## config.mk

```make
export PLATFORM = sky130hd
export DESIGN_NAME = capture_top
export DESIGN_NICKNAME = d
export VERILOG_FILES = /design/src/hdl/capture_pkg.sv /design/src/hdl/frame_ctrl.sv /design/src/hdl/pixel_packer.sv /design/src/hdl/axi_burst_writer.sv /design/src/hdl/axi_burst_reader.sv /design/src/hdl/udp_word_sender.sv /design/src/hdl/capture_top.sv
export SDC_FILE = /design/constraint.sdc
export NUM_CORES = 2
export LEC_CHECK = 0
export ABC_AREA = 0
export BUFFER_PORTS_ARGS = -buffer_cell sky130_fd_sc_hd__buf_2
export CAP_MARGIN = 0
export CORE_UTILIZATION = 35
export CTS_CLUSTER_SIZE = 12
export DETAILED_ROUTE_END_ITERATION = 10
export GPL_TIMING_DRIVEN = 0
export MAX_ROUTING_LAYER = met4
export RECOVER_POWER = 50
export SLEW_MARGIN = 20
export SYNTH_ARGS = -nofsm -noshare
export SYNTH_HDL_FRONTEND = slang
export SYNTH_HIERARCHICAL = 1
export SYNTH_SLANG_ARGS = --single-unit
```

## constraint.sdc

```tcl
create_clock -name clk_i -period 3.82 [get_ports clk_i]
set_input_delay 0.764 -clock clk_i [delete_from_list [all_inputs] [get_ports clk_i]]
set_output_delay 0.764 -clock clk_i [all_outputs]
set_load 0.005 [all_outputs]
```

## src/hdl/capture_pkg.sv

```systemverilog
package capture_pkg;

    localparam int ADDR_W          = 32;
    localparam int DATA_W          = 32;
    localparam int PIXEL_W         = 24;
    localparam int BURST_LEN       = 16;
    localparam logic [ADDR_W-1:0] BUF0_BASE = 32'h0;
    localparam logic [ADDR_W-1:0] BUF1_BASE = 32'h100_0000;
    localparam int MAX_FRAME_WORDS = 4096;

    typedef logic [ADDR_W-1:0]  addr_t;
    typedef logic [DATA_W-1:0]  word_t;
    typedef logic [PIXEL_W-1:0] pixel_t;
    typedef logic [3:0]         beat_cnt_t;
    typedef logic [12:0]        word_cnt_t;

    typedef struct packed {
        addr_t addr;
    } burst_cmd_t;

    typedef struct packed {
        word_t data;
        logic  last;
    } wbeat_t;

    // AXI4 channel payloads, INCR bursts of 4-byte beats
    typedef struct packed {
        addr_t      addr;
        logic [7:0] len;
    } axi_aw_t;

    typedef struct packed {
        word_t      data;
        logic [3:0] strb;
        logic       last;
    } axi_w_t;

    typedef struct packed {
        addr_t      addr;
        logic [7:0] len;
    } axi_ar_t;

    typedef struct packed {
        word_t      data;
        logic [1:0] resp;
        logic       last;
    } axi_r_t;

    typedef enum logic [1:0] {
        IDLE,
        READ_RUN,
        DRAIN
    } ctrl_state_t;

    typedef enum logic [1:0] {
        W_IDLE,
        W_ADDR,
        W_DATA,
        W_RESP
    } wr_state_t;

endpackage

```

## src/hdl/frame_ctrl.sv

```systemverilog
`timescale 1ns/1ps

module frame_ctrl import capture_pkg::*; (
    input  logic      clk_i,
    input  logic      arst_n_i,
    input  logic      vsync_i,
    input  logic      recv_enable_i,
    input  word_t     recv_data_i,
    output logic      recv_ack_o,
    output addr_t     wr_base_o,
    output logic      rd_start_o,
    output addr_t     rd_base_o,
    output word_cnt_t rd_words_o,
    input  logic      rd_done_i
);

    ctrl_state_t state;
    logic        frame_select;
    logic        done_sel;
    logic        wr_sel;
    logic        cmd_ok;
    logic        cmd_take;

    // Word count must be a nonzero whole number of bursts
    assign cmd_ok = (recv_data_i != '0)
                 && (recv_data_i[3:0] == 4'h0)
                 && (recv_data_i <= word_t'(MAX_FRAME_WORDS));

    assign recv_ack_o = (state == IDLE);
    assign cmd_take   = recv_enable_i && recv_ack_o && cmd_ok;
    assign rd_start_o = (state == READ_RUN);

    assign wr_base_o = wr_sel ? BUF1_BASE : BUF0_BASE;
    assign rd_base_o = frame_select ? BUF1_BASE : BUF0_BASE;

    always_ff @(posedge clk_i or negedge arst_n_i) begin
        if (!arst_n_i) begin
            state        <= IDLE;
            frame_select <= 1'b0;
            done_sel     <= 1'b0;
            wr_sel       <= 1'b1;
        end else begin
            case (state)
                IDLE: begin
                    if (cmd_take) begin
                        state <= READ_RUN;
                    end
                end
                READ_RUN: state <= DRAIN;
                // Reader reports done once the sender is empty
                DRAIN: begin
                    if (rd_done_i) begin
                        state <= IDLE;
                    end
                end
                default: state <= IDLE;
            endcase

            if (cmd_take) begin
                frame_select <= done_sel;
            end

            // Writer never lands on the buffer being read back
            if (vsync_i) begin
                done_sel <= wr_sel;
                wr_sel   <= ~(cmd_take ? done_sel : frame_select);
            end
        end
    end

    always_ff @(posedge clk_i) begin
        if (cmd_take) begin
            rd_words_o <= word_cnt_t'(recv_data_i);
        end
    end

endmodule

```

## src/hdl/pixel_packer.sv

```systemverilog
`timescale 1ns/1ps

module pixel_packer import capture_pkg::*; (
    input  logic       clk_i,
    input  logic       arst_n_i,
    input  logic       vsync_i,
    input  logic       de_i,
    input  pixel_t     rgb_i,
    input  addr_t      wr_base_i,
    output burst_cmd_t cmd_o,
    output logic       cmd_valid_o,
    input  logic       cmd_ready_i,
    output wbeat_t     beat_o,
    output logic       beat_valid_o,
    input  logic       beat_ready_i
);

    // Staging for two full bursts
    wbeat_t     beat_mem [2*BURST_LEN];
    addr_t      cmd_addr [2];
    logic [5:0] wr_ptr;
    logic [5:0] rd_ptr;
    logic [1:0] grp_wr;
    logic [1:0] grp_cmd;
    word_cnt_t  frame_cnt;
    logic       grp_end;

    assign grp_end = de_i && (frame_cnt[3:0] == 4'hf);

    assign beat_valid_o = (wr_ptr != rd_ptr);
    assign beat_o       = beat_mem[rd_ptr[4:0]];
    assign cmd_valid_o  = (grp_wr != grp_cmd);
    assign cmd_o.addr   = cmd_addr[grp_cmd[0]];

    always_ff @(posedge clk_i or negedge arst_n_i) begin
        if (!arst_n_i) begin
            wr_ptr    <= '0;
            rd_ptr    <= '0;
            grp_wr    <= '0;
            grp_cmd   <= '0;
            frame_cnt <= '0;
        end else begin
            if (vsync_i) begin
                frame_cnt <= '0;
            end else if (de_i) begin
                frame_cnt <= frame_cnt + 1'b1;
            end
            if (de_i) begin
                wr_ptr <= wr_ptr + 1'b1;
            end
            if (beat_valid_o && beat_ready_i) begin
                rd_ptr <= rd_ptr + 1'b1;
            end
            if (grp_end) begin
                grp_wr <= grp_wr + 1'b1;
            end
            if (cmd_valid_o && cmd_ready_i) begin
                grp_cmd <= grp_cmd + 1'b1;
            end
        end
    end

    always_ff @(posedge clk_i) begin
        if (de_i) begin
            beat_mem[wr_ptr[4:0]] <= '{data: word_t'(rgb_i), last: (frame_cnt[3:0] == 4'hf)};
        end
        // Burst address is the frame offset of its first word
        if (grp_end) begin
            cmd_addr[grp_wr[0]] <= wr_base_i + addr_t'({frame_cnt[12:4], 6'b0});
        end
    end

endmodule

```

## src/hdl/axi_burst_writer.sv

```systemverilog
`timescale 1ns/1ps

module axi_burst_writer import capture_pkg::*; (
    input  logic       clk_i,
    input  logic       arst_n_i,
    input  burst_cmd_t cmd_i,
    input  logic       cmd_valid_i,
    output logic       cmd_ready_o,
    input  wbeat_t     beat_i,
    input  logic       beat_valid_i,
    output logic       beat_ready_o,
    output axi_aw_t    aw_o,
    output logic       aw_valid_o,
    input  logic       aw_ready_i,
    output axi_w_t     w_o,
    output logic       w_valid_o,
    input  logic       w_ready_i,
    input  logic       b_valid_i,
    input  logic [1:0] b_resp_i,
    output logic       b_ready_o
);

    wr_state_t state;
    beat_cnt_t beat_cnt;
    addr_t     aw_addr;
    logic      w_fire;

    assign cmd_ready_o = (state == W_IDLE);

    assign aw_o       = '{addr: aw_addr, len: 8'(BURST_LEN - 1)};
    assign aw_valid_o = (state == W_ADDR);

    // Beats come straight from the staging buffer, which holds them until taken
    assign w_o          = '{data: beat_i.data, strb: 4'hf, last: beat_i.last};
    assign w_valid_o    = (state == W_DATA) && beat_valid_i;
    assign beat_ready_o = (state == W_DATA) && w_ready_i;
    assign w_fire       = w_valid_o && w_ready_i;

    assign b_ready_o = (state == W_RESP);

    always_ff @(posedge clk_i or negedge arst_n_i) begin
        if (!arst_n_i) begin
            state    <= W_IDLE;
            beat_cnt <= '0;
        end else begin
            case (state)
                W_IDLE: begin
                    if (cmd_valid_i) begin
                        state <= W_ADDR;
                    end
                end
                W_ADDR: begin
                    if (aw_ready_i) begin
                        state    <= W_DATA;
                        beat_cnt <= '0;
                    end
                end
                W_DATA: begin
                    if (w_fire) begin
                        beat_cnt <= beat_cnt + 1'b1;
                        if (beat_cnt == beat_cnt_t'(BURST_LEN - 1)) begin
                            state <= W_RESP;
                        end
                    end
                end
                // Response code is not acted on, one burst at a time
                W_RESP: begin
                    if (b_valid_i) begin
                        state <= W_IDLE;
                    end
                end
                default: state <= W_IDLE;
            endcase
        end
    end

    always_ff @(posedge clk_i) begin
        if (cmd_valid_i && cmd_ready_o) begin
            aw_addr <= cmd_i.addr;
        end
    end

endmodule

```

## src/hdl/axi_burst_reader.sv

```systemverilog
`timescale 1ns/1ps

module axi_burst_reader import capture_pkg::*; (
    input  logic      clk_i,
    input  logic      arst_n_i,
    input  logic      start_i,
    input  addr_t     base_i,
    input  word_cnt_t words_i,
    output logic      done_o,
    output axi_ar_t   ar_o,
    output logic      ar_valid_o,
    input  logic      ar_ready_i,
    input  axi_r_t    r_i,
    input  logic      r_valid_i,
    output logic      r_ready_o,
    output word_t     data_o,
    output logic      data_valid_o,
    input  logic      data_ready_i,
    input  logic      buf_empty_i
);

    logic      busy;
    logic      in_burst;
    word_cnt_t remain;
    addr_t     next_addr;
    logic      idle_slot;

    assign ar_o = '{addr: next_addr, len: 8'(BURST_LEN - 1)};

    assign data_o       = r_i.data;
    assign data_valid_o = r_valid_i && in_burst;
    assign r_ready_o    = data_ready_i && in_burst;

    // Nothing in flight and the sender has room for a whole burst
    assign idle_slot = busy && !ar_valid_o && !in_burst && buf_empty_i;

    always_ff @(posedge clk_i or negedge arst_n_i) begin
        if (!arst_n_i) begin
            busy       <= 1'b0;
            in_burst   <= 1'b0;
            ar_valid_o <= 1'b0;
            done_o     <= 1'b0;
            remain     <= '0;
        end else begin
            done_o <= 1'b0;
            if (start_i) begin
                busy   <= 1'b1;
                remain <= words_i;
            end else if (idle_slot) begin
                if (remain != '0) begin
                    ar_valid_o <= 1'b1;
                end else begin
                    busy   <= 1'b0;
                    done_o <= 1'b1;
                end
            end

            if (ar_valid_o && ar_ready_i) begin
                ar_valid_o <= 1'b0;
                in_burst   <= 1'b1;
                remain     <= remain - word_cnt_t'(BURST_LEN);
            end

            if (r_valid_i && r_ready_o && r_i.last) begin
                in_burst <= 1'b0;
            end
        end
    end

    always_ff @(posedge clk_i) begin
        if (start_i) begin
            next_addr <= base_i;
        end else if (ar_valid_o && ar_ready_i) begin
            next_addr <= next_addr + addr_t'(4 * BURST_LEN);
        end
    end

endmodule

```

## src/hdl/udp_word_sender.sv

```systemverilog
`timescale 1ns/1ps

module udp_word_sender import capture_pkg::*; (
    input  logic  clk_i,
    input  logic  arst_n_i,
    input  word_t data_i,
    input  logic  data_valid_i,
    output logic  data_ready_o,
    output logic  buf_empty_o,
    output logic  send_request_o,
    output logic  send_enable_o,
    output word_t send_data_o,
    input  logic  send_ack_i
);

    word_t      buf_mem [BURST_LEN];
    logic [3:0] wr_ptr;
    logic [3:0] rd_ptr;
    logic [4:0] count;
    logic       push;
    logic       pop;

    assign buf_empty_o  = (count == '0);
    assign data_ready_o = (count != 5'(BURST_LEN));

    // Request and enable both follow buffer occupancy
    assign send_request_o = !buf_empty_o;
    assign send_enable_o  = !buf_empty_o;
    assign send_data_o    = buf_mem[rd_ptr];

    assign push = data_valid_i && data_ready_o;
    assign pop  = send_enable_o && send_ack_i;

    always_ff @(posedge clk_i or negedge arst_n_i) begin
        if (!arst_n_i) begin
            wr_ptr <= '0;
            rd_ptr <= '0;
            count  <= '0;
        end else begin
            if (push) begin
                wr_ptr <= wr_ptr + 1'b1;
            end
            if (pop) begin
                rd_ptr <= rd_ptr + 1'b1;
            end
            case ({push, pop})
                2'b10:   count <= count + 1'b1;
                2'b01:   count <= count - 1'b1;
                default: count <= count;
            endcase
        end
    end

    always_ff @(posedge clk_i) begin
        if (push) begin
            buf_mem[wr_ptr] <= data_i;
        end
    end

endmodule

```

## src/hdl/capture_top.sv

```systemverilog
`timescale 1ns/1ps

module capture_top import capture_pkg::*; (
    input  logic       clk_i,
    input  logic       arst_n_i,
    input  logic       vsync_i,
    input  logic       de_i,
    input  pixel_t     rgb_i,
    output axi_aw_t    aw_o,
    output logic       aw_valid_o,
    input  logic       aw_ready_i,
    output axi_w_t     w_o,
    output logic       w_valid_o,
    input  logic       w_ready_i,
    input  logic       b_valid_i,
    input  logic [1:0] b_resp_i,
    output logic       b_ready_o,
    output axi_ar_t    ar_o,
    output logic       ar_valid_o,
    input  logic       ar_ready_i,
    input  axi_r_t     r_i,
    input  logic       r_valid_i,
    output logic       r_ready_o,
    input  logic       recv_request_i,
    input  logic       recv_enable_i,
    input  word_t      recv_data_i,
    output logic       recv_ack_o,
    output logic       send_request_o,
    output logic       send_enable_o,
    output word_t      send_data_o,
    input  logic       send_ack_i
);

    addr_t      wr_base;
    addr_t      rd_base;
    word_cnt_t  rd_words;
    logic       rd_start;
    logic       rd_done;
    burst_cmd_t cmd;
    logic       cmd_valid;
    logic       cmd_ready;
    wbeat_t     beat;
    logic       beat_valid;
    logic       beat_ready;
    word_t      rd_data;
    logic       rd_data_valid;
    logic       rd_data_ready;
    logic       buf_empty;

    // Command words only count inside a receive request
    frame_ctrl u_frame_ctrl (
        .clk_i         (clk_i),
        .arst_n_i      (arst_n_i),
        .vsync_i       (vsync_i),
        .recv_enable_i (recv_request_i && recv_enable_i),
        .recv_data_i   (recv_data_i),
        .recv_ack_o    (recv_ack_o),
        .wr_base_o     (wr_base),
        .rd_start_o    (rd_start),
        .rd_base_o     (rd_base),
        .rd_words_o    (rd_words),
        .rd_done_i     (rd_done)
    );

    pixel_packer u_pixel_packer (
        .clk_i        (clk_i),
        .arst_n_i     (arst_n_i),
        .vsync_i      (vsync_i),
        .de_i         (de_i),
        .rgb_i        (rgb_i),
        .wr_base_i    (wr_base),
        .cmd_o        (cmd),
        .cmd_valid_o  (cmd_valid),
        .cmd_ready_i  (cmd_ready),
        .beat_o       (beat),
        .beat_valid_o (beat_valid),
        .beat_ready_i (beat_ready)
    );

    axi_burst_writer u_axi_burst_writer (
        .clk_i        (clk_i),
        .arst_n_i     (arst_n_i),
        .cmd_i        (cmd),
        .cmd_valid_i  (cmd_valid),
        .cmd_ready_o  (cmd_ready),
        .beat_i       (beat),
        .beat_valid_i (beat_valid),
        .beat_ready_o (beat_ready),
        .aw_o         (aw_o),
        .aw_valid_o   (aw_valid_o),
        .aw_ready_i   (aw_ready_i),
        .w_o          (w_o),
        .w_valid_o    (w_valid_o),
        .w_ready_i    (w_ready_i),
        .b_valid_i    (b_valid_i),
        .b_resp_i     (b_resp_i),
        .b_ready_o    (b_ready_o)
    );

    axi_burst_reader u_axi_burst_reader (
        .clk_i        (clk_i),
        .arst_n_i     (arst_n_i),
        .start_i      (rd_start),
        .base_i       (rd_base),
        .words_i      (rd_words),
        .done_o       (rd_done),
        .ar_o         (ar_o),
        .ar_valid_o   (ar_valid_o),
        .ar_ready_i   (ar_ready_i),
        .r_i          (r_i),
        .r_valid_i    (r_valid_i),
        .r_ready_o    (r_ready_o),
        .data_o       (rd_data),
        .data_valid_o (rd_data_valid),
        .data_ready_i (rd_data_ready),
        .buf_empty_i  (buf_empty)
    );

    udp_word_sender u_udp_word_sender (
        .clk_i          (clk_i),
        .arst_n_i       (arst_n_i),
        .data_i         (rd_data),
        .data_valid_i   (rd_data_valid),
        .data_ready_o   (rd_data_ready),
        .buf_empty_o    (buf_empty),
        .send_request_o (send_request_o),
        .send_enable_o  (send_enable_o),
        .send_data_o    (send_data_o),
        .send_ack_i     (send_ack_i)
    );

endmodule

```

Word level (Yosys, flattened, before mapping)
Memories as Yosys holds them, arrays and structs flattened. A register that Yosys moved wholly into a read port is not among the register bits.
Cells that the tools add are included.
{ "classes": {"mux": 40, "magnitude_cmp": 1, "n_reduce_logical": 43, "bitwise_logic": 1, "n_eq_ne": 21, "addsub": 13} }
{ "ops": {"columns": ["cell", "count"], "rows": [
  ["$mux W32", 2],
  ["$mux W13", 4],
  ["$mux W25", 2],
  ["$add A32 B7 Y32 const B", 1],
  ["$le A32 B13 Y1 const B", 1],
  ["$reduce_bool A32 Y1", 1],
  ["$add A25 B15 Y26", 1],
  ["$logic_and A1 B1 Y1", 21],
  ["$mux W1", 19],
  ["$reduce_bool A2 Y1", 8],
  ["$mux W2", 7],
  ["$add A13 B1 Y13 const B", 1],
  ["$reduce_bool A13 Y1", 1],
  ["$sub A13 B5 Y13 const B", 1],
  ["$add A4 B1 Y4 const B", 3],
  ["$add A6 B1 Y6 const B", 2],
  ["$ne A2 B1 Y1 const B", 5],
  ["$pmux W5 S2", 1],
  ["$eq A2 B2 Y1 const B", 4],
  ["$eq A4 B4 Y1 const B", 2],
  ["$mux W4", 2],
  ["$ne A2 B2 Y1 const B", 4],
  ["$pmux W2 S4", 1],
  ["$pmux W4 S2", 1],
  ["other kinds (16)", 24]
]} }
{ "totals": {"word_cells": 144, "memories": 3, "out_inout_bits": 157, "reg_bits": 147, "ram_bits": 1364, "inputBits": 105} }
{ "mem_list": {"columns": ["memory", "depth", "width", "rd", "rd_ports_with_merged_regs", "wr", "line", "rtl"], "rows": [
  ["u_pixel_packer.beat_mem", 32, 25, 1, 0, 1, "pixel_packer.sv:19", "wbeat_t beat_mem [2*BURST_LEN];"],
  ["u_udp_word_sender.buf_mem", 16, 32, 1, 0, 1, "udp_word_sender.sv:16", "word_t buf_mem [BURST_LEN];"],
  ["u_pixel_packer.cmd_addr", 2, 26, 1, 1, 1, "pixel_packer.sv:20", "addr_t cmd_addr [2];"]
]} }

Logic depth before layout (Yosys ltp)
{ "depth": {"word_depth": 7, "depth_mapped": 9, "depth_no_buf": 9} }

Modules after synthesis
Netlist, hierarchy kept.
{ "by_module_without_submodules": {"columns": ["mod", "area_per_inst_um2", "instances", "cells_per_inst", "seq_area_each_um2"], "rows": [
  ["pixel_packer", 34887.2, 1, 1693, 26670.6],
  ["udp_word_sender", 20418.3, 1, 1008, 15700.1],
  ["axi_burst_reader", 2919.0, 1, 308, 1386.3],
  ["axi_burst_writer", 1739.2, 1, 122, 1111.1],
  ["frame_ctrl", 1179.9, 1, 109, 516.7],
  ["capture_top", 6.3, 1, 1, 0.0]
]} }

Worst setup path before layout
No wires, ideal clock.
{ "synth_timing": {"path_type": "input-to-reg", "from": "input port r_valid_i", "to": "memory u_udp_word_sender/buf_mem[3][0] (netlist name), enable pin", "cell_stages": 4, "path_slack_ps": -234, "setup_time_ps": 461, "arrival_ps": 3593, "path_cell_list": "and2_1 > a21boi_2 > nand2_1 > nor3_1"} }
{ "synth_via": {"elab_chain_cells": 4} }
{ "synth_lines": {"columns": ["element", "line", "rtl"], "rows": [
  ["start, declared", "capture_top.sv:22", "input logic r_valid_i,"],
  ["$logic_and A1 B1 Y1", "axi_burst_reader.sv:31", "assign data_valid_o = r_valid_i && in_burst;"],
  ["$logic_and A1 B1 Y1", "udp_word_sender.sv:31", "assign push = data_valid_i && data_ready_o;"],
  ["$mux W1", "udp_word_sender.sv:55", "if (push) begin"],
  ["$mux W1 (implied by the code)", "udp_word_sender.sv:56", "buf_mem[wr_ptr] <= data_i;"],
  ["end, declared", "udp_word_sender.sv:16", null]
]} }
Every way passes these cells.

==> impl_results.md <==
- R2r startpoint: u_axi_burst_reader/in_burst
- Slew @ Worst Pin: 2.14 ns
- TritonRoute pass-1 iters: 8
- Share of cells above drive strength 1: 30.4%
- Clock-pin slew of the registers on the worst-case setup and hold paths: 0.06 ns
- Top cells by area, synth: edfxtp_1 (71%), mux4_2 (7.8%), mux2i_1 (3.8%)
- Pre-CTS setup slack: -0.239 ns
- Nets: 3960
- CP arrival: 3.17 ns
- Final worst slack: -0.115 ns
- Clk root buf: clkbuf_16
- Worst clock skew: 0.0634 ns
- Worst setup path startpoint: u_pixel_packer/rd_ptr[0]
- Synthesized area per cell: 18.9 um2
- Yosys reg bits: 1523
- All-Layer GR Usage: 16.6%
- EDFF count, synth: 1453
- Crit path max-delay family: buffers and inverters
- Drt drc: 0
- Top-level port count: 262
- CTS sink cnt: 1523
- Stages on the worst setup path: 9
- Share of the synthesized area in the top cell type: 71.4%
- DIE AREA: 176000 um2
- Sequential-to-total area share from yosys stat: 74.2%
- Critical path class: flip-flop to output pin
- R2r setup slk: 0.35 ns
- Hold WS: 0.192 ns
- Antenna-violating nets left: 0
- CP endpoint: w_o[28]
- Outcome: complete, but fails checks
- Min Tclk post-route: 3.94 ns
- Slowest cell on crit path: mux4_2
- Setup Viol. Count Final: 5
- RSZ-0062 raised after global routing: true
- Worst Path Required: 3.06 ns
- Slew headroom: -42.5%
- Global-route wire length before repair: 210 mm
- Wire per inst: 22.8 um
- Area Overhead vs Synth: 20.6%
- Die span in y: 420 um
- DR top layer: met4
- Final critical-path share of the clock period: 103%
- Library cells used by synthesis: 79
- Critical Path, Cell by Cell: buf_12 > buf_16 > buf_16 > buf_16 > buf_12 > mux4_2 > a22oi_2 > a22oi_2 > buf_2
- Vias in the first global route: 31500
- Max H-tree Level: 4
- Mapped Area: 61100 um2
- CP Buf/Inv Count: 6
- Hold WC Path Type: input port to flip-flop
- Core footprint: 174000 um2
- Clock tree buffer depth: 3
- Final Slew Violations: 67
- Pwr dens: 691 nW/um2
- CTS tree: yes
- Num CTS Buffers: 160
- Site Rows: 153
- Reg2reg path depth: 5
- Final core utilization: 42.5%
- Failing checks: capacitance limit, slew limit, setup timing
- Fraction of registers with async set/reset: 4.60%
- CP Capture Type: output pin
- Vias per inst: 5.02
- Crit-path max cell delay: 0.50 ns
- Filler cells: 15100
- Gr ovfl total: 0
- Commonest cells post-synth: edfxtp_1 (1453), mux2i_1 (230), mux4_2 (211)
- Final wirelength: 143 mm
- Max Clk Rate: 254 MHz
- DR WL met3: 7.71 mm
- DRT met1 WL: 58.3 mm
- Worst skew pair latency: 0.80 ns
- Synth warnings: 6
- Reg2Reg Capture Point: u_udp_word_sender/buf_mem[12][8]
- Top cell by count, worst path: buf_16
- Final Hold Fails: 0
- Most common cell in the netlist: edfxtp_1
- DP HPWL: 95.2 mm
- Initial Utilization: 35.2%
- Starting DRT DRC Count: 2381
- Pin count of the biggest net entering global routing: 37
- Startpoint Class: flip-flop
- Leak Pwr: 24.7 nW
- Worst VDD drop: 0.000472 V
- DR vias: 31500
- CP max FO: 7
- Cell area after layout: 73800 um2
- Synth Instances: 3241
- Initial antenna violation count: 16
- Primary FF master, synth: edfxtp_1
- Final Wtd Congestion: 0.780
- Met2 wire len: 73.6 mm
- Cell taking the most area after synthesis: edfxtp_1
- IO Port Bufs: 197
- Maxcap violations: 2
- Placed Area: 67100 um2
- DIE WIDTH: 420 um
==> worst reg2reg max path: cells and delay by family (launching register included) <==
kind / cells / cell delay, ns
AOI/OAI and AO/OA: 1 / 0.97
DFF: 1 / 0.37
and+or+nand+nor: 3 / 1.54
buffers and inverters: 1 / 0.27
==> placed cells by master (no fill, tap or decap), types with 48 or more instances in the layout <==
cell type and n:
nor2_1 63, conb_1 90, clkbuf_1 152, mux4_2 211, buf_12 58, a221oi_1 56
xnor2_1 48, nand2_1 116, buf_4 179, clkbuf_16 164, edfxtp_1 1453, dfrtp_1 68
o21ai_0 64, a22oi_2 67, buf_2 182, mux2i_1 225
==> final cells by class <==
class                           instances  area, um2  share of cell area [%]
Tap cell                             2325       2910                    3.94
Sequential cell                      1523      45400                    61.5
Multi-Input combinational cell       1457      14900                    20.2
Buffer                                287       2290                    3.10
Timing Repair Buffer                  362       3270                    4.43
Clock inverter                         62        583                   0.790
Inverter                               31        116                   0.158
Clock buffer                          218       4310                    5.85
Antenna cell                            9       22.5                  0.0305
==> state kept, by name, indices dropped and copies added, names as in the netlist, 2 cells and up, named ones only <==
register and flops:
u_axi_burst_writer/aw_addr 32, u_pixel_packer/grp_cmd 2, u_axi_burst_writer/state 2, u_udp_word_sender/buf_mem 512
u_udp_word_sender/count 5, u_axi_burst_reader/remain 13, u_udp_word_sender/wr_ptr 4, u_pixel_packer/beat_mem 800
u_frame_ctrl/state 2, u_pixel_packer/frame_cnt 13, u_axi_burst_reader/next_addr 32, u_pixel_packer/rd_ptr 6
u_pixel_packer/grp_wr 2, u_axi_burst_writer/beat_cnt 4, u_pixel_packer/cmd_addr 64, u_pixel_packer/wr_ptr 6
u_udp_word_sender/rd_ptr 4, u_frame_ctrl/rd_words_o 13
==> cell families (layout without fill, tap and decap cells) <==
family          after synthesis  count (layout)  share of synthesized area (%)
buf+inv                     345             960                           3.76
flops                      1523            1523                           74.2
compound gates              409             409                           4.75
mux                         485             485                           12.5
simple gates                361             361                           2.94
xor+xnor                     79              79                           1.13
fa+ha+maj                    33              33                          0.700
other cells                   6              99                         0.0368
==> report_power, final <==
group	total (mW)	internal, mW	switching, mW
sequential	19.7	19.3	0.350
clock	14.5	8.10	6.43
combinational	16.8	7.52	9.23
==> what timing repair did <==
action / 4_1_cts / 5_1_grt
pin swaps: 62 / 62
setup endpoints to repair: 57 / 41
gates resized for setup: 274 / 68
buffers inserted: 27 / 45
endpoints found under the hold margin: 35 / 0
cloned: 6 / 2
hold buffers: 1 / 0
==> layer usage <==
| layer | GRT usage, % | vias to the layer above |
|---|---|---|
| met2 | 28.0 | 896 |
| met1 | 20.4 | 16300 |
| li1 | - | 14100 |
| met3 | 3.05 | 229 |
| met5 | - | - |
| met4 | 4.68 | 0 |
==> how the worst min path moves through the flow <==
stage	from	end	slack, ns	cells past startpoint
floorplan	u_frame_ctrl/rd_words_o[0]	u_axi_burst_reader/remain[0]	0.41	2
global placement	u_frame_ctrl/rd_words_o[1]	u_axi_burst_reader/remain[1]	0.43	2
detailed placement	u_frame_ctrl/rd_words_o[1]	u_axi_burst_reader/remain[1]	0.42	2
CTS	recv_data_i[9]	u_frame_ctrl/rd_words_o[9]	0.12	1
global route	recv_data_i[9]	u_frame_ctrl/rd_words_o[9]	0.14	1
finish	recv_data_i[9]	u_frame_ctrl/rd_words_o[9]	0.19	1
==> stage by stage <==
step	instances	power, mW	TNS (ns)
after floorplan	3325	29.1	0
after global placement	5847	34.3	-1398.65
after detailed placement	5935	34.8	-0.763
after CTS	6233	51.1	-1.41
after global routing	6272	53.0	-1.81
final	6274	50.9	-0.238
(Power assumes the default switching activity.)
